## config.mk

```make
export PLATFORM = sky130hd
export DESIGN_NAME = bmd_csr_top
export DESIGN_NICKNAME = d
export VERILOG_FILES = /design/src/design/csr_pkg.sv /design/src/design/dma_pkg.sv /design/src/design/csr_bus_if.sv /design/src/design/bmd_csr_top.sv /design/src/design/csr_decoder.sv /design/src/design/dma_ctrl_regs.sv /design/src/design/fofb_status_regs.sv /design/src/design/irq_regs.sv
export SDC_FILE = /design/constraint.sdc
export NUM_CORES = 1
export LEC_CHECK = 0
export BUFFER_PORTS_ARGS = -buffer_cell sky130_fd_sc_hd__buf_2
export CAP_MARGIN = 40
export CORE_ASPECT_RATIO = 0.75
export CORE_UTILIZATION = 50
export DETAILED_ROUTE_END_ITERATION = 10
export GPL_TIMING_DRIVEN = 0
export PLACE_DENSITY_LB_ADDON = 0.05
export SLEW_MARGIN = 5
export SYNTH_ARGS = -nofsm -noshare
export SYNTH_HDL_FRONTEND = slang
export SYNTH_SLANG_ARGS = --single-unit
```

## constraint.sdc

```tcl
create_clock -name clk -period 2.4 [get_ports clk]
set_input_delay 0.24 -clock clk [delete_from_list [all_inputs] [get_ports clk]]
set_output_delay 0.24 -clock clk [all_outputs]
set_load 0.01 [all_outputs]
```

## src/design/csr_pkg.sv

```systemverilog
`default_nettype none

package csr_pkg;

    typedef logic [6:0]  csr_addr_t;    // Word index from the host
    typedef logic [31:0] csr_word_t;
    typedef logic [2:0]  csr_offset_t;  // Word offset inside one block

    // Block placement in the word index space
    localparam csr_addr_t CSR_DMA_BASE   = 7'd0;
    localparam csr_addr_t CSR_DMA_WORDS  = 7'd6;
    localparam csr_addr_t CSR_IRQ_BASE   = 7'd18;
    localparam csr_addr_t CSR_IRQ_WORDS  = 7'd1;
    localparam csr_addr_t CSR_FOFB_BASE  = 7'd32;
    localparam csr_addr_t CSR_FOFB_WORDS = 7'd6;

    typedef enum logic [1:0] {
        CSR_BLK_DMA,
        CSR_BLK_IRQ,
        CSR_BLK_FOFB,
        CSR_BLK_NONE
    } csr_block_e;

    // Offsets in the DMA block
    localparam csr_offset_t CSR_OFF_ID       = 3'd0;
    localparam csr_offset_t CSR_OFF_WCTRL    = 3'd1;
    localparam csr_offset_t CSR_OFF_WADDR    = 3'd2;
    localparam csr_offset_t CSR_OFF_WLEN     = 3'd3;
    localparam csr_offset_t CSR_OFF_WCOUNT   = 3'd4;
    localparam csr_offset_t CSR_OFF_WPATTERN = 3'd5;

    localparam csr_offset_t CSR_OFF_IRQ = 3'd0;

    // Offsets in the FOFB block
    localparam csr_offset_t CSR_OFF_CC_CFG     = 3'd0;
    localparam csr_offset_t CSR_OFF_BUF_STATUS = 3'd1;
    localparam csr_offset_t CSR_OFF_LINK       = 3'd2;
    localparam csr_offset_t CSR_OFF_FRAME_ERR  = 3'd3;
    localparam csr_offset_t CSR_OFF_SOFT_ERR   = 3'd4;
    localparam csr_offset_t CSR_OFF_HARD_ERR   = 3'd5;

endpackage

`default_nettype wire

```

## src/design/dma_pkg.sv

```systemverilog
`default_nettype none

package dma_pkg;

    localparam int DMA_LEN_W     = 10;  // Dwords per write TLP
    localparam int DMA_TC_W      = 3;
    localparam int DMA_COUNT_W   = 16;
    localparam int DMA_PATTERN_W = 16;
    localparam int DMA_UPADDR_W  = 8;   // Address bits [39:32] for 64-bit writes

    // Register 3 fields, as handed to the write engine
    typedef struct packed {
        logic [DMA_UPADDR_W-1:0] up_addr;
        logic                    phant_func_dis;
        logic                    en_64b;
        logic [DMA_TC_W-1:0]     tc;
        logic [DMA_LEN_W-1:0]    len;
    } dma_ctrl_t;

endpackage

`default_nettype wire

```

## src/design/csr_bus_if.sv

```systemverilog
`default_nettype none

// One register block's view of the host port
interface csr_bus_if;
    import csr_pkg::*;

    logic        sel;      // Index falls inside this block
    csr_offset_t offset;   // Index minus block base
    logic        wr_en;    // Raw host strobe, qualified by sel in the block
    csr_word_t   wr_data;
    csr_word_t   rd_data;  // Combinational from offset

    modport decoder (
        output sel,
        output offset,
        output wr_en,
        output wr_data,
        input  rd_data
    );

    modport regs (
        input  sel,
        input  offset,
        input  wr_en,
        input  wr_data,
        output rd_data
    );

endinterface

`default_nettype wire

```

## src/design/bmd_csr_top.sv

```systemverilog
`default_nettype none

module bmd_csr_top #(
    parameter logic [7:0]  FPGA_FAMILY    = 8'h14,
    parameter logic [3:0]  INTERFACE_TYPE = 4'h2,
    parameter logic [15:0] VERSION_NUMBER = 16'h0100
) (
    input  logic                              clk,
    input  logic                              init_rst_o,
    input  csr_pkg::csr_addr_t                a_i,
    input  logic                              wr_en_i,
    input  csr_pkg::csr_word_t                wr_d_i,
    output csr_pkg::csr_word_t                rd_d_o,
    output logic                              initiator_rst_o,
    output logic                              mwr_start_o,
    output logic                              mwr_stop_o,
    output logic                              mwr_relaxed_order_o,
    output logic                              mwr_nosnoop_o,
    output logic                              mwr_int_dis_o,
    output csr_pkg::csr_word_t                mwr_addr_o,
    output logic [dma_pkg::DMA_LEN_W-1:0]     mwr_len_o,
    output logic [dma_pkg::DMA_TC_W-1:0]      mwr_tlp_tc_o,
    output logic                              mwr_64b_en_o,
    output logic                              mwr_phant_func_dis1_o,
    output logic [dma_pkg::DMA_UPADDR_W-1:0]  mwr_up_addr_o,
    output logic [dma_pkg::DMA_COUNT_W-1:0]   mwr_count_o,
    output logic [dma_pkg::DMA_PATTERN_W-1:0] mwr_data_o,
    output logic                              next_wdma_valid_o,
    input  logic [7:0]                        cfg_interrupt_do_i,
    input  logic [2:0]                        cfg_interrupt_mmenable_i,
    input  logic                              cfg_interrupt_msienable_i,
    output logic [7:0]                        cfg_interrupt_di_o,
    output logic                              cfg_interrupt_legacyclr_o,
    output csr_pkg::csr_word_t                fai_cfg_val_o,
    input  logic [15:0]                       wdma_buf_ptr_i,
    input  logic [3:0]                        wdma_status_i,
    input  logic                              fofb_rxlink_up_i,
    input  logic                              fofb_cc_timeout_i,
    input  logic [9:0]                        fofb_rxlink_partner_i,
    input  logic [15:0]                       harderror_cnt_i,
    input  logic [15:0]                       softerror_cnt_i,
    input  logic [15:0]                       frameerror_cnt_i
);
    import dma_pkg::*;

    dma_ctrl_t mwr_ctrl;

    csr_bus_if dma_bus ();
    csr_bus_if irq_bus ();
    csr_bus_if fofb_bus ();

    // Flatten register 3 for the write engine
    assign mwr_len_o             = mwr_ctrl.len;
    assign mwr_tlp_tc_o          = mwr_ctrl.tc;
    assign mwr_64b_en_o          = mwr_ctrl.en_64b;
    assign mwr_phant_func_dis1_o = mwr_ctrl.phant_func_dis;
    assign mwr_up_addr_o         = mwr_ctrl.up_addr;

    csr_decoder decoder_i (
        .clk        (clk),
        .init_rst_o (init_rst_o),
        .a_i        (a_i),
        .wr_en_i    (wr_en_i),
        .wr_d_i     (wr_d_i),
        .rd_d_o     (rd_d_o),
        .dma_bus    (dma_bus),
        .irq_bus    (irq_bus),
        .fofb_bus   (fofb_bus)
    );

    dma_ctrl_regs #(
        .FPGA_FAMILY    (FPGA_FAMILY),
        .INTERFACE_TYPE (INTERFACE_TYPE),
        .VERSION_NUMBER (VERSION_NUMBER)
    ) dma_regs_i (
        .clk                 (clk),
        .init_rst_o          (init_rst_o),
        .bus                 (dma_bus),
        .initiator_rst_o     (initiator_rst_o),
        .mwr_start_o         (mwr_start_o),
        .mwr_stop_o          (mwr_stop_o),
        .mwr_relaxed_order_o (mwr_relaxed_order_o),
        .mwr_nosnoop_o       (mwr_nosnoop_o),
        .mwr_int_dis_o       (mwr_int_dis_o),
        .mwr_addr_o          (mwr_addr_o),
        .mwr_ctrl_o          (mwr_ctrl),
        .mwr_count_o         (mwr_count_o),
        .mwr_data_o          (mwr_data_o),
        .next_wdma_valid_o   (next_wdma_valid_o)
    );

    irq_regs irq_regs_i (
        .clk                       (clk),
        .init_rst_o                (init_rst_o),
        .bus                       (irq_bus),
        .cfg_interrupt_do_i        (cfg_interrupt_do_i),
        .cfg_interrupt_mmenable_i  (cfg_interrupt_mmenable_i),
        .cfg_interrupt_msienable_i (cfg_interrupt_msienable_i),
        .cfg_interrupt_di_o        (cfg_interrupt_di_o),
        .cfg_interrupt_legacyclr_o (cfg_interrupt_legacyclr_o)
    );

    fofb_status_regs fofb_regs_i (
        .clk                   (clk),
        .init_rst_o            (init_rst_o),
        .bus                   (fofb_bus),
        .fai_cfg_val_o         (fai_cfg_val_o),
        .wdma_buf_ptr_i        (wdma_buf_ptr_i),
        .wdma_status_i         (wdma_status_i),
        .fofb_rxlink_up_i      (fofb_rxlink_up_i),
        .fofb_cc_timeout_i     (fofb_cc_timeout_i),
        .fofb_rxlink_partner_i (fofb_rxlink_partner_i),
        .harderror_cnt_i       (harderror_cnt_i),
        .softerror_cnt_i       (softerror_cnt_i),
        .frameerror_cnt_i      (frameerror_cnt_i)
    );

endmodule

`default_nettype wire

```

## src/design/csr_decoder.sv

```systemverilog
`default_nettype none

module csr_decoder (
    input  logic               clk,
    input  logic               init_rst_o,
    input  csr_pkg::csr_addr_t a_i,
    input  logic               wr_en_i,
    input  csr_pkg::csr_word_t wr_d_i,
    output csr_pkg::csr_word_t rd_d_o,
    csr_bus_if.decoder         dma_bus,
    csr_bus_if.decoder         irq_bus,
    csr_bus_if.decoder         fofb_bus
);
    import csr_pkg::*;

    csr_block_e blk;

    // Index below a base wraps far past the block size
    always_comb begin
        if (csr_addr_t'(a_i - CSR_DMA_BASE) < CSR_DMA_WORDS)
            blk = CSR_BLK_DMA;
        else if (csr_addr_t'(a_i - CSR_IRQ_BASE) < CSR_IRQ_WORDS)
            blk = CSR_BLK_IRQ;
        else if (csr_addr_t'(a_i - CSR_FOFB_BASE) < CSR_FOFB_WORDS)
            blk = CSR_BLK_FOFB;
        else
            blk = CSR_BLK_NONE;
    end

    assign dma_bus.sel  = (blk == CSR_BLK_DMA);
    assign irq_bus.sel  = (blk == CSR_BLK_IRQ);
    assign fofb_bus.sel = (blk == CSR_BLK_FOFB);

    // Only the low bits survive since no block exceeds eight words
    assign dma_bus.offset  = csr_offset_t'(a_i - CSR_DMA_BASE);
    assign irq_bus.offset  = csr_offset_t'(a_i - CSR_IRQ_BASE);
    assign fofb_bus.offset = csr_offset_t'(a_i - CSR_FOFB_BASE);

    assign dma_bus.wr_en  = wr_en_i;
    assign irq_bus.wr_en  = wr_en_i;
    assign fofb_bus.wr_en = wr_en_i;

    assign dma_bus.wr_data  = wr_d_i;
    assign irq_bus.wr_data  = wr_d_i;
    assign fofb_bus.wr_data = wr_d_i;

    // One cycle read latency
    always_ff @(posedge clk) begin
        if (init_rst_o) begin
            rd_d_o <= '0;
        end else begin
            case (blk)
                CSR_BLK_DMA:  rd_d_o <= dma_bus.rd_data;
                CSR_BLK_IRQ:  rd_d_o <= irq_bus.rd_data;
                CSR_BLK_FOFB: rd_d_o <= fofb_bus.rd_data;
                default:      rd_d_o <= '0;  // Unmapped index
            endcase
        end
    end

    a_one_sel: assert property (@(posedge clk)
        $onehot0({dma_bus.sel, irq_bus.sel, fofb_bus.sel}));

endmodule

`default_nettype wire

```

## src/design/dma_ctrl_regs.sv

```systemverilog
`default_nettype none

module dma_ctrl_regs #(
    parameter logic [7:0]  FPGA_FAMILY    = 8'h14,
    parameter logic [3:0]  INTERFACE_TYPE = 4'h2,
    parameter logic [15:0] VERSION_NUMBER = 16'h0100
) (
    input  logic                              clk,
    input  logic                              init_rst_o,
    csr_bus_if.regs                           bus,
    output logic                              initiator_rst_o,
    output logic                              mwr_start_o,
    output logic                              mwr_stop_o,
    output logic                              mwr_relaxed_order_o,
    output logic                              mwr_nosnoop_o,
    output logic                              mwr_int_dis_o,
    output csr_pkg::csr_word_t                mwr_addr_o,
    output dma_pkg::dma_ctrl_t                mwr_ctrl_o,
    output logic [dma_pkg::DMA_COUNT_W-1:0]   mwr_count_o,
    output logic [dma_pkg::DMA_PATTERN_W-1:0] mwr_data_o,
    output logic                              next_wdma_valid_o
);
    import csr_pkg::*;
    import dma_pkg::*;

    logic wr_hit;
    logic addr_pend_lo;  // R2 written since last descriptor
    logic addr_pend_hi;  // R3 written since last descriptor

    assign wr_hit            = bus.sel && bus.wr_en;
    assign next_wdma_valid_o = addr_pend_lo && addr_pend_hi;

    always_ff @(posedge clk) begin
        if (init_rst_o) begin
            initiator_rst_o     <= 1'b0;
            mwr_start_o         <= 1'b0;
            mwr_stop_o          <= 1'b0;
            mwr_relaxed_order_o <= 1'b0;
            mwr_nosnoop_o       <= 1'b0;
            mwr_int_dis_o       <= 1'b0;
            mwr_addr_o          <= '0;
            mwr_ctrl_o          <= '0;
            mwr_count_o         <= '0;
            mwr_data_o          <= '0;
            addr_pend_lo        <= 1'b0;
            addr_pend_hi        <= 1'b0;
        end else begin
            mwr_start_o <= 1'b0;  // Pulses by default
            mwr_stop_o  <= 1'b0;

            // Descriptor complete once both halves have landed, in any order
            if (next_wdma_valid_o) begin
                addr_pend_lo <= 1'b0;
                addr_pend_hi <= 1'b0;
            end else if (wr_hit && bus.offset == CSR_OFF_WADDR) begin
                addr_pend_lo <= 1'b1;
            end else if (wr_hit && bus.offset == CSR_OFF_WLEN) begin
                addr_pend_hi <= 1'b1;
            end

            if (wr_hit) begin
                case (bus.offset)
                    CSR_OFF_ID: initiator_rst_o <= bus.wr_data[0];
                    CSR_OFF_WCTRL: begin
                        // No engine kick while the initiator is held in reset
                        mwr_start_o         <= bus.wr_data[0] && !initiator_rst_o;
                        mwr_stop_o          <= bus.wr_data[1] && !initiator_rst_o;
                        mwr_relaxed_order_o <= bus.wr_data[5];
                        mwr_nosnoop_o       <= bus.wr_data[6];
                        mwr_int_dis_o       <= bus.wr_data[7];
                    end
                    CSR_OFF_WADDR: mwr_addr_o <= bus.wr_data;
                    CSR_OFF_WLEN: begin
                        mwr_ctrl_o.len            <= bus.wr_data[DMA_LEN_W-1:0];
                        mwr_ctrl_o.tc             <= bus.wr_data[16 +: DMA_TC_W];
                        mwr_ctrl_o.en_64b         <= bus.wr_data[19];
                        mwr_ctrl_o.phant_func_dis <= bus.wr_data[20];
                        mwr_ctrl_o.up_addr        <= bus.wr_data[31 -: DMA_UPADDR_W];
                    end
                    CSR_OFF_WCOUNT:   mwr_count_o <= bus.wr_data[DMA_COUNT_W-1:0];
                    CSR_OFF_WPATTERN: mwr_data_o  <= bus.wr_data[DMA_PATTERN_W-1:0];
                    default: ;
                endcase
            end
        end
    end

    always_comb begin
        case (bus.offset)
            CSR_OFF_ID:       bus.rd_data = {FPGA_FAMILY, 4'h0, INTERFACE_TYPE, VERSION_NUMBER};
            CSR_OFF_WCTRL:    bus.rd_data = {24'h0, mwr_int_dis_o, mwr_nosnoop_o,
                                             mwr_relaxed_order_o, 5'h0};
            CSR_OFF_WADDR:    bus.rd_data = mwr_addr_o;
            CSR_OFF_WLEN:     bus.rd_data = {mwr_ctrl_o.up_addr, 3'h0,
                                             mwr_ctrl_o.phant_func_dis, mwr_ctrl_o.en_64b,
                                             mwr_ctrl_o.tc, 6'h0, mwr_ctrl_o.len};
            CSR_OFF_WCOUNT:   bus.rd_data = {16'h0, mwr_count_o};
            CSR_OFF_WPATTERN: bus.rd_data = {16'h0, mwr_data_o};
            default:          bus.rd_data = '0;
        endcase
    end

    // Descriptor strobe must not stretch, the engine counts it
    a_valid_single: assert property (@(posedge clk) disable iff (init_rst_o)
        next_wdma_valid_o |=> !next_wdma_valid_o);

    a_no_kick_in_rst: assert property (@(posedge clk) disable iff (init_rst_o)
        initiator_rst_o |-> !mwr_start_o && !mwr_stop_o);

endmodule

`default_nettype wire

```

## src/design/fofb_status_regs.sv

```systemverilog
`default_nettype none

module fofb_status_regs (
    input  logic               clk,
    input  logic               init_rst_o,
    csr_bus_if.regs            bus,
    output csr_pkg::csr_word_t fai_cfg_val_o,
    input  logic [15:0]        wdma_buf_ptr_i,
    input  logic [3:0]         wdma_status_i,
    input  logic               fofb_rxlink_up_i,
    input  logic               fofb_cc_timeout_i,
    input  logic [9:0]         fofb_rxlink_partner_i,
    input  logic [15:0]        harderror_cnt_i,
    input  logic [15:0]        softerror_cnt_i,
    input  logic [15:0]        frameerror_cnt_i
);
    import csr_pkg::*;

    logic cfg_wr;

    assign cfg_wr = bus.sel && bus.wr_en && bus.offset == CSR_OFF_CC_CFG;

    // Communication controller configuration word
    always_ff @(posedge clk) begin
        if (init_rst_o)
            fai_cfg_val_o <= '0;
        else if (cfg_wr)
            fai_cfg_val_o <= bus.wr_data;
    end

    always_comb begin
        case (bus.offset)
            CSR_OFF_CC_CFG:     bus.rd_data = fai_cfg_val_o;
            CSR_OFF_BUF_STATUS: bus.rd_data = {8'h0, wdma_buf_ptr_i, 4'h0, wdma_status_i};
            CSR_OFF_LINK:       bus.rd_data = {14'h0, fofb_rxlink_partner_i, 6'h0,
                                               fofb_cc_timeout_i, fofb_rxlink_up_i};
            CSR_OFF_FRAME_ERR:  bus.rd_data = {16'h0, frameerror_cnt_i};
            CSR_OFF_SOFT_ERR:   bus.rd_data = {16'h0, softerror_cnt_i};
            CSR_OFF_HARD_ERR:   bus.rd_data = {16'h0, harderror_cnt_i};
            default:            bus.rd_data = '0;
        endcase
    end

    // Host writes are the only source, a change coming out of reset is allowed
    a_cfg_from_write: assert property (@(posedge clk) disable iff (init_rst_o)
        !$stable(fai_cfg_val_o) |-> $past(cfg_wr) || $past(init_rst_o));

endmodule

`default_nettype wire

```

## src/design/irq_regs.sv

```systemverilog
`default_nettype none

module irq_regs (
    input  logic       clk,
    input  logic       init_rst_o,
    csr_bus_if.regs    bus,
    input  logic [7:0] cfg_interrupt_do_i,
    input  logic [2:0] cfg_interrupt_mmenable_i,
    input  logic       cfg_interrupt_msienable_i,
    output logic [7:0] cfg_interrupt_di_o,
    output logic       cfg_interrupt_legacyclr_o
);
    import csr_pkg::*;

    logic wr_hit;

    assign wr_hit = bus.sel && bus.wr_en && bus.offset == CSR_OFF_IRQ;

    always_ff @(posedge clk) begin
        if (init_rst_o) begin
            cfg_interrupt_di_o        <= '0;
            cfg_interrupt_legacyclr_o <= 1'b0;
        end else if (wr_hit) begin
            cfg_interrupt_di_o        <= bus.wr_data[7:0];  // Vector for the next MSI
            cfg_interrupt_legacyclr_o <= bus.wr_data[8];
        end
    end

    // Host setting plus what the core reports back
    always_comb begin
        if (bus.offset == CSR_OFF_IRQ)
            bus.rd_data = {4'h0, cfg_interrupt_msienable_i, cfg_interrupt_mmenable_i,
                           cfg_interrupt_do_i, 7'h0, cfg_interrupt_legacyclr_o,
                           cfg_interrupt_di_o};
        else
            bus.rd_data = '0;
    end

endmodule

`default_nettype wire

```

== Word level (Yosys, flattened, before mapping) ==
Cells that the tools add are included.
Operators by class
  reduce and logical (&&, ||, !) cells: 24
  add/sub/neg operators: 2
  bitwise gates (word level): 3
  equality and inequality tests: 12
  $lt $le $gt $ge: 3
  mux-type cells: 7
Operator list (count)
  one-hot mux 32 bit (6 select lines): 2
  one-hot mux 32 bit (3 select lines): 1
  two-way mux 28 bit: 1
  less-than comparator 7 x 3 -> 1 bit, second input constant: 2
  AND reduction 2 bit: 7
  == test 3 x 2 -> 1 bit, second input constant: 4
  == test 3 bit, second input constant: 4
  logical AND 1 bit: 10
  logical NOT 3 bit: 3
  less-than comparator 7 x 1 -> 1 bit, second input constant: 1
  subtractor 7 x 5 -> 7 bit, second input constant: 1
  subtractor 7 x 6 -> 7 bit, second input constant: 1
  == test 3 x 1 -> 1 bit, second input constant: 2
  two-way mux 2 bit: 2
  inverter 1 bit: 3
  OR reduction 3 bit: 1
  == test 2 x 1 -> 1 bit, second input constant: 1
  == test 2 bit, second input constant: 1
  logical NOT 2 bit: 1
  OR reduction 2 bit: 1
  logical NOT 1 bit: 1
  two-way mux 1 bit: 1
Word-level totals
  output and inout bits: 167
  input bits: 134
  word-level logic and storage cells: 71
  bits in registers: 168

== Logic depth before layout (Yosys ltp) ==
Gate-level depths: netlist of run 1.
  word-level depth: 10
  mapped depth: 11
  depth with buffers taken out: 7

== Hierarchy ==
Synthesis of run 1 repeated with hierarchy kept, for this count alone.
Unflattened totals
  cells, all modules: 1088
  area, all modules: 9883.2 µm²
By module, submodules not included
  dma_ctrl_regs: area an instance 4640.7 µm², cells each 507, instances 1, sequential area each 1901.8 µm²
  fofb_status_regs: area an instance 2416.1 µm², cells each 270, instances 1, sequential area each 640.6 µm²
  csr_decoder: area an instance 2172.1 µm², cells each 236, instances 1, sequential area each 640.6 µm²
  irq_regs: area an instance 654.4 µm², cells each 75, instances 1, sequential area each 180.2 µm²

== Least setup slack after synthesis of run 1 ==
No wires, ideal clock.
  kind: in2reg
  from: input port a_i[2]
  to: register decoder_i.rd_d_o[10]
  library setup time: 0.117 ns
  arrival: 1.931 ns
  stages: 10
  slack: 0.352 ns
  required time: 2.283 ns
  path buffers: 3
  cells stage by stage: buf_4 inv_1 ha_1 a21boi_0 nand2_1 o21a_1 buf_4 nor2b_1 buf_2 a32o_1
Between the ends
  word-level cells in the longest chain between the ends: 7
  elaborated cells between the ends (all ways): 26
  those cells by class: add/sub (2); order compare (3); eq/ne (12); mux (6); reduce/logical (3)
Ends and longest elaborated chain
  start, declared: RTL line bmd_csr_top.sv:10  | input csr_pkg::csr_addr_t a_i,
  subtractor 7 x 6 -> 7 bit: RTL line csr_decoder.sv:24  | else if (csr_addr_t'(a_i - CSR_FOFB_BASE) < CSR_FOFB_WORDS)
  less-than comparator 7 x 3 -> 1 bit: RTL line csr_decoder.sv:24
  two-way mux 1 bit: RTL line csr_decoder.sv:24
  two-way mux 2 bit: RTL line csr_decoder.sv:22  | else if (csr_addr_t'(a_i - CSR_IRQ_BASE) < CSR_IRQ_WORDS)
  two-way mux 2 bit: RTL line csr_decoder.sv:20  | if (csr_addr_t'(a_i - CSR_DMA_BASE) < CSR_DMA_WORDS)
  == test 2 bit (tied with other cells): RTL line csr_decoder.sv:52  | case (blk)
  one-hot mux 32 bit (3 select lines) (*): RTL line csr_decoder.sv:52
  end signal, assigned: RTL line csr_decoder.sv:53  | CSR_BLK_DMA: rd_d_o <= dma_bus.rd_data;
  end signal, assigned: RTL line csr_decoder.sv:54  | CSR_BLK_IRQ: rd_d_o <= irq_bus.rd_data;
  end signal, assigned: RTL line csr_decoder.sv:55  | CSR_BLK_FOFB: rd_d_o <= fofb_bus.rd_data;
  end, declared: RTL line csr_decoder.sv:9  | output csr_pkg::csr_word_t rd_d_o,
Every way passes the cells marked *; elsewhere a longest branch is shown, timed or not.
A chain may end at the register's enable or synchronous reset.

== Worst setup path after layout of run 1 ==
  from: input port a_i[1]
  to: register decoder_i.rd_d_o[2]
Same word-level chain as after synthesis.

==> results by group, run 1 <==
Clocking
  • Num CTS Buffers: 17
  • Hold Buf Count CTS: 0
  • Clk_lat worst skew: between 0.4 and 0.5 ns
  • Clock-pin transition on the worst setup and hold timing paths: 0.06 ns
  • CTS Sinks: 168
  • Root buffer cell: clkbuf_16
  • CTS tree: built
  • Clock Path Buffers: 2
  • H-tree levels: 4

Route
  • Vias after detailed routing: 7912
  • Via density: 5.78
  • DRT Pass-1 Iters: 7
  • Post-route ant nets: 0
  • Post-Route WL: between 30000 and 40000 um
  • Routed len/inst: 22.4 um
  • Residual DRC: 0
  • 1st-iter DRT viols: 806

Placement
  • Buffers on Ports: 297
  • Cells after DPL: about 1300
  • Area after DPL: approximately 9700 um2
  • GPL Wtd Cong: slightly above 0.9
  • Hpwl dp: 22600 um

Floorplan
  • Die height: 111 um
  • Ports: 301
  • Initial Utilization: 51.8%
  • Cell Rows: 39
  • Core footprint: 15400 um2
  • Die Wd: 148 um
  • Die Area: 16500 um2

STA
  • Unrepaired setup endpoints after global routing: true
  • Tightest Pin Transition: 0.828 ns
  • Final Hold Vio Count: 0
  • Crit share post-route: 96.6%
  • Max Clock Skew: 0.0122 ns
  • Fmax: 0.431 GHz
  • Final slew viol count: 0
  • Tmin final: 2.32 ns
  • Relative slew slack: between 40 and 50%
  • Final setup violation count: 0

Global route
  • First-pass GRT wire length: about 44000 um
  • Initial antenna violation count: 0
  • Total grt overflow: 0
  • Largest net degree at the start of global routing: 17
  • Total GRT Usage: around 37%
  • Vias in the first global route: 7198

Final layout
  • Net count, final: around 1300
  • Share of cells above drive strength 1: 34.3%
  • Most frequent cells in the layout: buf_2, mux2i_1, dfxtp_1
  • Non-Filler Cell Area, Final: 10300 um2
  • Synth-to-Final Area Change: 29.2%
  • Most common cell after layout, fill and taps aside: buf_2
  • Layout Cells excl Fill: 1369

Logic synthesis
  • Register bit total from synthesis: roughly 170
  • Gate Count Post-Synth: 833
  • Post-synth EDFFs: 0
  • Synth Net Count: 971
  • Synth Area per Inst: 9.58 um2
  • Cell area after synthesis: 7980 um2
  • Sequential cell area fraction in the yosys report: around 42%
  • Netlist cell types: 55
  • Synth warn: 0
  • Async S/R FF share, synth: 0%
  • Synth Flop Type: dfxtp_1

Worst setup path
  • CP endpoint kind: flip-flop
  • CP max FO: 13
  • Worst Setup Start Kind: primary input
  • Setup Crit Path Kind: primary input to flip-flop
  • Worst Path Arrival: 2.64 ns
  • Critical Path RT: 2.72 ns

Hold path
  • Hold WC Path Type: primary input to flip-flop

Power and ir drop
  • P_leak: 5.45 nW
  • Pwr dens: 587 nW/um2
  • VDD IR max: 0.551 mV

Status
  • Status: finished, final reports clean

Run
  • Number of max-cap violations: 0
==> per-layer routing <==
| layer | up-vias | track usage, % | share of wire [%] |
|---|---|---|---|
| met4 | 0 | 12.6 | 2.1 |
| met5 | - | 1.76 | 0 |
| li1 | 3622 | - | - |
| met3 | 42 | 7.62 | 10 |
| met1 | 3779 | 51.6 | 43 |
| met2 | 469 | 56.4 | 44 |
==> power by group <==
group	switching [mW]	internal (mW)	total (mW)	leakage (nW)
Clock	1.16	1.52	2.68	0.274
Combinational	0.370	0.205	0.575	3.82
Sequential	0.00356	2.79	2.80	1.35
Total	1.53	4.52	6.05	5.45
==> stage by stage <==
| step | hold WS (ns) | utilization (%) | total power, mW | setup TNS [ns] | setup WS (ns) |
|---|---|---|---|---|---|
| floorplan | 0.384 | - | 3.13 | 0 | 0.352 |
| global placement | 0.444 | 63.1 | 3.41 | -19.73 | -0.484 |
| detailed placement | 0.459 | 63.1 | 3.41 | -19.52 | -0.455 |
| CTS | 0.0589 | 66.7 | 6.02 | 0 | 0.114 |
| global route | 0.0616 | 66.8 | 6.21 | -0.0272 | -0.0272 |
| finish | 0.0658 | 66.9 | 6.05 | 0 | 0.0810 |
==> kinds of logic (layout without fill, tap and decap cells) <==
family	count (synthesis)	count (layout)	synth area share [%]
adder cells (fa/ha/maj)	4	4	0.627
AO/OA/AOI/OAI	121	121	11.1
multiplexers	196	196	25.0
other	0	1	0
flip-flops	168	168	42.1
XOR/XNOR	1	1	0.110
AND/OR/NAND/NOR	270	270	16.4
buffers and inverters	73	403	4.59
==> state kept, by name, indices dropped and copies added, names as in the netlist, 8 cells and up <==
signal                         flops
dma_regs_i.mwr_count_o            16
fofb_regs_i.fai_cfg_val_o         32
dma_regs_i.mwr_ctrl_o             23
decoder_i.rd_d_o                  32
irq_regs_i.cfg_interrupt_di_o      8
dma_regs_i.mwr_addr_o             32
dma_regs_i.mwr_data_o             16
==> synthesized netlist by cell type (2+ instances only) <==
master	number	share of area [%]
buf_6	2	0.28
nand3_4	2	0.44
clkbuf_1	31	1.5
o21ai_0	15	0.94
dfxtp_1	168	42
nor2b_1	8	0.63
nor2_1	153	7.2
buf_2	20	1.3
nand3_1	35	2.2
a32oi_1	5	0.55
inv_1	4	0.19
buf_1	2	0.094
a311oi_1	6	0.66
nor4b_1	2	0.22
o21ai_1	3	0.19
o21a_1	2	0.19
nand4_4	2	0.53
nand2_1	25	1.2
a22o_1	6	0.66
o221ai_1	3	0.33
a21boi_1	2	0.19
o211ai_1	10	0.94
nand2b_1	19	1.5
a21oi_1	5	0.31
o22ai_1	10	0.78
nor3_1	10	0.63
mux2_2	19	2.7
mux2i_1	176	22
a211oi_1	15	1.4
a32o_1	3	0.38
a221oi_1	3	0.33
ha_1	4	0.63
and3_1	2	0.16
a31oi_1	11	0.86
a22oi_1	17	1.6
buf_4	14	1.3
==> worst max-delay path, cell delays in order <==
cell	delay, ns
buf_2	0.17
buf_4	0.19
inv_1	0.40
ha_1	0.26
nor2_1	0.04
nand2_1	0.16
o21a_1	0.14
buf_4	0.19
buf_6	0.20
o211ai_1	0.25
a311oi_1	0.39
==> cell type report <==
class	count	area, um2
well taps	205	256
flip-flops and latches	168	3360
repair buffers	299	1500
clock buffers	23	478
multi-input cells	592	4250
inverters	4	18.8
clock inverters	9	90.1
fillers	1363	5110
plain buffers	68	349
diodes	1	2.50
==> worst paths after layout <==
path | start | endpoint | slack (ns) | cells past startpoint
worst max-delay path | a_i[1] | decoder_i.rd_d_o[2] | 0.08 | 11
worst max register to register | dma_regs_i.mwr_ctrl_o[7] | decoder_i.rd_d_o[7] | 0.84 | 5
worst min register to register | dma_regs_i.addr_pend_hi | dma_regs_i.addr_pend_hi | 0.47 | 2
worst min-delay path | wr_d_i[23] | dma_regs_i.mwr_addr_o[23] | 0.07 | 3
==> repair_timing <==
| action | 4_1_cts | 5_1_grt |
|---|---|---|
| endpoints found under the setup margin | 4 | 17 |
| gates resized for setup | 0 | 3 |
| setup buffers | 0 | 2 |
No activity file was read; power rests on OpenSTA's default activity.
==> inputs of run 2 (changes only) <==
Settings changed: MAX_ROUTING_LAYER from default to met4.
==> run 2 against run 1 <==
Effect of this change: power about the same; core utilization about the same; fmax up 1.1%; wire length barely moved; register-to-register slack worse by 0.04 ns; sequential share of layout area hardly changed; global-route usage up 1.1 points.
==> results by group, run 2 (synthesis gave the netlist of run 1 again) <==
Global route
  • First-pass GRT wire length: 44500 um (about the same)
  • Vias in the first global route: 7174 (was 7198)
  • Total GRT Usage: 38.0% (was 36.9%)
  • Largest net degree at the start of global routing: 17 (unchanged)
  • Total grt overflow: 0 (unchanged)
  • Initial antenna violation count: 0 (unchanged)

Placement
  • Hpwl dp: 22600 um (unchanged)
  • Buffers on Ports: 297 (unchanged)
  • GPL Wtd Cong: 0.943 (was 0.927)
  • Area after DPL: 9720 um2 (unchanged)

STA
  • Final setup violation count: 0 (unchanged)
  • Tightest Pin Transition: 0.851 ns (was 0.828 ns)
  • Relative slew slack: 43.1% (was 44.8%)
  • Setup TNS: 0 ns (unchanged)
  • Final Hold Vio Count: 0 (unchanged)
  • Max Clock Skew: 0.0100 ns (was 0.0122 ns)
  • Unrepaired setup endpoints after global routing: true (unchanged)
  • Tmin final: 2.29 ns (was 2.32 ns)
  • Crit share post-route: 95.6% (was 96.6%)
  • Fmax: 0.436 GHz (was 0.431 GHz)
  • Final slew viol count: 0 (unchanged)

Worst setup path
  • Critical path's largest stage delay: 0.40 ns (about the same)
  • Critical Path RT: 2.72 ns (about the same)
  • CP top delay family: buffers and inverters (unchanged)
  • Worst R2R Path Depth: 5 (unchanged)
  • R2R Path End: decoder_i.rd_d_o[6] (was decoder_i.rd_d_o[7])
  • Most Frequent Cell on Critical Path: buf_4 (unchanged)
  • CP Depth: 11 (unchanged)
  • Buffers & Inverters on Critical Path: 5 (unchanged)
  • Worst R2R Setup Slack: 0.80 ns (was 0.84 ns)
  • CP cell instances: buf_2 -> buf_4 -> inv_1 -> ha_1 -> nor2_1 -> nand2_1 -> o21a_1 -> buf_4 -> buf_6 -> o211ai_1 -> a311oi_1 (unchanged)
  • R2r startpoint: dma_regs_i.mwr_addr_o[6] (was dma_regs_i.mwr_ctrl_o[7])
  • Worst Setup Start Kind: primary input (unchanged)
  • Setup Crit Path Kind: primary input to flip-flop (unchanged)
  • CP max FO: 13 (unchanged)
  • Critical path launch point: a_i[1] (unchanged)
  • Worst Path Arrival: 2.61 ns (was 2.64 ns)
  • Slowest CP cell: inv_1 (unchanged)
  • CP endpoint kind: flip-flop (unchanged)

Floorplan
  • Core footprint: 15400 um2 (unchanged)
  • Initial Utilization: 51.8% (unchanged)
  • Die Wd: 148 um (unchanged)
  • Ports: 301 (unchanged)
  • Die Area: 16500 um2 (unchanged)
  • Die height: 111 um (unchanged)
  • Cell Rows: 39 (unchanged)

Run
  • Number of max-cap violations: 0 (unchanged)

Final layout
  • Most frequent cells in the layout: buf_2, mux2i_1, dfxtp_1 (unchanged)
  • Non-Filler Cell Area, Final: 10300 um2 (about the same)
  • Net count, final: 1288 (unchanged)
  • Antenna diodes: 0 (was 1)
  • Synth-to-Final Area Change: 29.2% (about the same)
  • Share of cells above drive strength 1: 34.3% (unchanged)
  • Biggest regs: decoder_i.rd_d_o: 32 flops, dma_regs_i.mwr_addr_o: 32 flops, fofb_regs_i.fai_cfg_val_o: 32 flops (unchanged)
  • Most common cell after layout, fill and taps aside: buf_2 (unchanged)

Hold path
  • Hold Path Depth: 3 (unchanged)
  • Hold WC Path Type: primary input to flip-flop (unchanged)
  • Hold Path Origin: wr_d_i[23] (unchanged)
  • Hold Path Sink: fofb_regs_i.fai_cfg_val_o[23] (was dma_regs_i.mwr_addr_o[23])

Route
  • Vias after detailed routing: 7904 (was 7912)
  • Routed len/inst: 22.4 um (about the same)
  • Residual DRC: 0 (unchanged)
  • Via density: 5.78 (about the same)
  • Post-Route WL: 30600 um (about the same)
  • Post-route ant nets: 0 (unchanged)
  • 1st-iter DRT viols: 797 (was 806)
  • DRT Pass-1 Iters: 5 (was 7)

Status
  • Status: finished, final reports clean (unchanged)

Clocking
  • Clock-pin transition on the worst setup and hold timing paths: 0.06 ns (about the same)
  • CTS Sinks: 168 (unchanged)
  • Root buffer cell: clkbuf_16 (unchanged)
  • CTS tree: built (unchanged)
  • Num CTS Buffers: 17 (unchanged)
  • Clk_lat worst skew: 0.43 ns (about the same)
  • H-tree levels: 4 (unchanged)
  • Clock Path Buffers: 2 (unchanged)

Power and ir drop
  • P_leak: 5.45 nW (about the same)
  • VDD IR max: 0.550 mV (was 0.551 mV)
  • Pwr dens: 587 nW/um2 (about the same)
==> run 2: changes by cell type in the layout (fill, tap and decap cells not counted), sizes merged <==
cell	change
diode	-1
==> run 2: what timing repair did <==
action | CTS | global route
hold buffers | 0 | 0
hold endpoints to repair | 0 | 0
endpoints found under the setup margin | 4 | 20
resized for setup | 0 | 3
buffers inserted | 0 | 2
pin swaps | 0 | 0
==> run 2: area by class of cell <==
| type | instances | area (um2) |
|---|---|---|
| clock buffer | 23 | 478 |
| fill | 1364 | 5110 |
| multi-input combinational | 592 | 4250 |
| buffer | 68 | 349 |
| sequential | 168 | 3360 |
| timing repair buffer | 299 | 1500 |
| tap | 205 | 256 |
| clock inverter | 9 | 90.1 |
| inverter | 4 | 18.8 |
==> run 2: routing by layer <==
metal | GRT usage (%) | wire (um)
met4 | 12.5 | 703
met3 | 7.05 | 2990
met5 | - | 0
met2 | 56.4 | 13500
met1 | 52.1 | 13400
==> run 2: where the power goes <==
part	leakage, nW	total [mW]	switching, mW	internal [mW]
Clock	0.274	2.67	1.16	1.52
Combinational	3.82	0.577	0.371	0.205
Sequential	1.35	2.80	0.00356	2.79
Total	5.45	6.05	1.53	4.52
==> run 2: worst max path at each step <==
stage                           end  slack (ns)
3_3_place_gp    decoder_i.rd_d_o[2]       -0.48
5_1_grt         decoder_i.rd_d_o[2]       -0.03
3_5_place_dp    decoder_i.rd_d_o[2]       -0.45
6_report        decoder_i.rd_d_o[2]        0.11
2_1_floorplan  decoder_i.rd_d_o[10]        0.35
4_1_cts        decoder_i.rd_d_o[22]        0.11
==> run 2: tightest hold or removal path, cell delays in order <==
cell     delay [ns]
buf_2          0.09
mux2i_1        0.06
nor2_1         0.07
==> run 2: stage by stage <==
stage | hold slack, ns | instances | total power [mW] | setup WS (ns) | util (%)
3_3_place_gp | 0.444 | 1335 | 3.41 | -0.484 | 63.1
6_report | 0.0657 | 1368 | 6.05 | 0.107 | 66.8
5_1_grt | 0.0632 | 1368 | 6.21 | -0.0264 | 66.8
3_5_place_dp | 0.459 | 1335 | 3.41 | -0.455 | 63.1
2_1_floorplan | 0.384 | 833 | 3.13 | 0.352 | -
4_1_cts | 0.0589 | 1366 | 6.02 | 0.114 | 66.7
==> inputs of run 3 (changes only) <==
Settings changed: CORE_MARGIN from default to 5.
==> run 3 against run 2 <==
Effect of this change: sequential share of layout area shrank 0.059 points; first-iteration DRC count shrank 17%; via count shrank 1.6%; setup slack gained 0.011 ns; largest power group unchanged; highest routed layer unchanged.
==> results by group, run 3 (synthesis gave the netlist of run 1 again) <==
Status
  • Status: finished, final reports clean (unchanged)

Final layout
  • Filler cells: 1418 (was 1364)
  • Biggest regs: decoder_i.rd_d_o: 32 flops, dma_regs_i.mwr_addr_o: 32 flops, fofb_regs_i.fai_cfg_val_o: 32 flops (unchanged)
  • FF/Latch Area: 3360 um2 (unchanged)
  • Net count, final: 1287 (was 1288)
  • Synth-to-Final Area Change: 29.4% (was 29.2%)
  • Multi-input gate area: 4260 um2 (was 4250 um2)
  • Most common cell after layout, fill and taps aside: buf_2 (unchanged)
  • Layout Cells excl Fill: 1376 (was 1368)
  • Most frequent cells in the layout: buf_2, mux2i_1, dfxtp_1 (unchanged)
  • Share of cells above drive strength 1: 34.4% (was 34.3%)

STA
  • Final Hold Vio Count: 0 (unchanged)
  • Final slew viol count: 0 (unchanged)
  • Tightest Pin Transition: 0.811 ns (was 0.851 ns)
  • Max Clock Skew: 0.00346 ns (was 0.0100 ns)
  • Crit share post-route: 95.1% (was 95.6%)
  • Tmin final: 2.28 ns (was 2.29 ns)
  • Final setup violation count: 0 (unchanged)
  • Fmax: 0.438 GHz (was 0.436 GHz)
  • Relative slew slack: 45.9% (was 43.1%)

Placement
  • Buffers on Ports: 297 (unchanged)
  • Cells after DPL: 1340 (was 1335)
  • Hpwl dp: 22900 um (was 22600 um)
  • GPL Wtd Cong: 0.890 (was 0.943)

Global route
  • Largest net degree at the start of global routing: 17 (unchanged)
  • Initial antenna violation count: 3 (was 0)
  • Total grt overflow: 0 (unchanged)
  • Total GRT Usage: 32.7% (was 38.0%)
  • Vias in the first global route: 7528 (was 7174)
  • First-pass GRT wire length: 44900 um (was 44500 um)

Route
  • Via density: 5.65 (was 5.78)
  • Post-route ant nets: 0 (unchanged)
  • DRT Pass-1 Iters: 7 (was 5)
  • 1st-iter DRT viols: 660 (was 797)
  • Post-Route WL: 30200 um (was 30600 um)
  • Routed len/inst: 21.9 um (was 22.4 um)
  • Residual DRC: 0 (unchanged)
  • Vias after detailed routing: 7776 (was 7904)

Clocking
  • Clk_lat worst skew: 0.43 ns (about the same)
  • Hold Buf Count CTS: 0 (unchanged)
  • Num CTS Buffers: 17 (unchanged)
  • Root buffer cell: clkbuf_16 (unchanged)
  • H-tree levels: 4 (unchanged)
  • Clock Path Buffers: 2 (unchanged)
  • CTS tree: built (unchanged)
  • Setup Buffers After CTS: 0 (unchanged)
  • CTS Sinks: 168 (unchanged)
  • Clock-pin transition on the worst setup and hold timing paths: 0.06 ns (about the same)

Worst setup path
  • CP endpoint kind: flip-flop (unchanged)
  • Setup Crit Path Kind: primary input to flip-flop (unchanged)
  • Worst Path Arrival: 2.61 ns (about the same)
  • CP max FO: 10 (was 13)
  • Worst Setup Start Kind: primary input (unchanged)
  • Critical Path RT: 2.73 ns (was 2.72 ns)

Power and ir drop
  • NetSw: 1.55 mW (was 1.53 mW)
  • Sw frac: 25.6% (was 25.3%)
  • Pwr dens: 585 nW/um2 (was 587 nW/um2)
  • Pwr Total: 6.04 mW (was 6.05 mW)
  • Combinational power share: 9.2% (was 9.5%)
  • Cell Int Power: 4.49 mW (was 4.52 mW)
  • Clock power share: 44.5% (was 44.2%)
  • P_leak: 5.45 nW (about the same)
  • Sequential share of power: 46.3% (was 46.2%)
  • VDD IR max: 0.483 mV (was 0.550 mV)

Floorplan
  • Core footprint: 15900 um2 (was 15400 um2)
  • Die Area: 18600 um2 (was 16500 um2)
  • Cell Rows: 40 (was 39)
  • Die height: 119 um (was 111 um)
  • Initial Utilization: 50.3% (was 51.8%)
  • Ports: 301 (unchanged)
  • Die Wd: 156 um (was 148 um)

Hold path
  • Hold WC Path Type: primary input to flip-flop (unchanged)

Run
  • Number of max-cap violations: 0 (unchanged)
[run 3: final timing paths]
| kind | start | endpoint | slack [ns] | cells after the start |
|---|---|---|---|---|
| min | wr_d_i[23] | fofb_regs_i.fai_cfg_val_o[23] | 0.06 | 3 |
| max reg2reg | dma_regs_i.mwr_addr_o[7] | decoder_i.rd_d_o[7] | 0.83 | 5 |
| min reg2reg | dma_regs_i.addr_pend_hi | dma_regs_i.addr_pend_hi | 0.47 | 2 |
| max | a_i[1] | decoder_i.rd_d_o[8] | 0.12 | 10 |
[run 3: power by group through the flow]
stage	combinational (mW)	clock (mW)	sequential, mW
CTS	0.547	2.70	2.80
global route	0.594	2.82	2.79
detailed placement	0.545	0	2.86
floorplan	0.272	0	2.86
global placement	0.544	0	2.86
finish	0.558	2.69	2.80
[run 3: layer usage]
layer	track usage (%)	vias to the layer above	wire (um)
met5	-	-	0
met1	43.7	3681	13000
li1	-	3619	-
met4	8.09	0	601
met2	50.3	429	13800
met3	7.45	47	2810
[run 3: cell type report]
class	instances	area share (%)
buffer	69	3.42
timing repair buffer	297	14.4
clock buffer	20	4.42
antenna	4	0.0969
tap	210	2.54
clock inverter	12	1.13
multi-input combinational	592	41.3
sequential	168	32.6
inverter	4	0.145
[run 3: critical path: stages]
cell and delay (ns):
buf_2 0.23, buf_4 0.21, inv_1 0.09, clkbuf_2 0.25, ha_1 0.35, and4b_1 0.19
o21a_1 0.17, clkbuf_1 0.40, nand3_1 0.14, a311oi_1 0.33
[run 3: stage by stage]
stage	util (%)	setup WS, ns	hold WS [ns]	instance area (um2)	setup TNS [ns]
after floorplan	-	0.352	0.384	7980	0
after global placement	61.3	-0.413	0.441	9730	-15.49
after detailed placement	61.3	-0.396	0.448	9730	-16.66
after CTS	64.9	0.0527	0.0545	10300	0
after global routing	65.1	-0.000266	0.0644	10300	-0.000266
final	65.1	0.118	0.0617	10300	0
[run 3: what timing repair did]
| action | 4_1_cts | 5_1_grt |
|---|---|---|
| endpoints found under the hold margin | 0 | 0 |
| resized for setup | 0 | 4 |
| endpoints found under the setup margin | 0 | 33 |
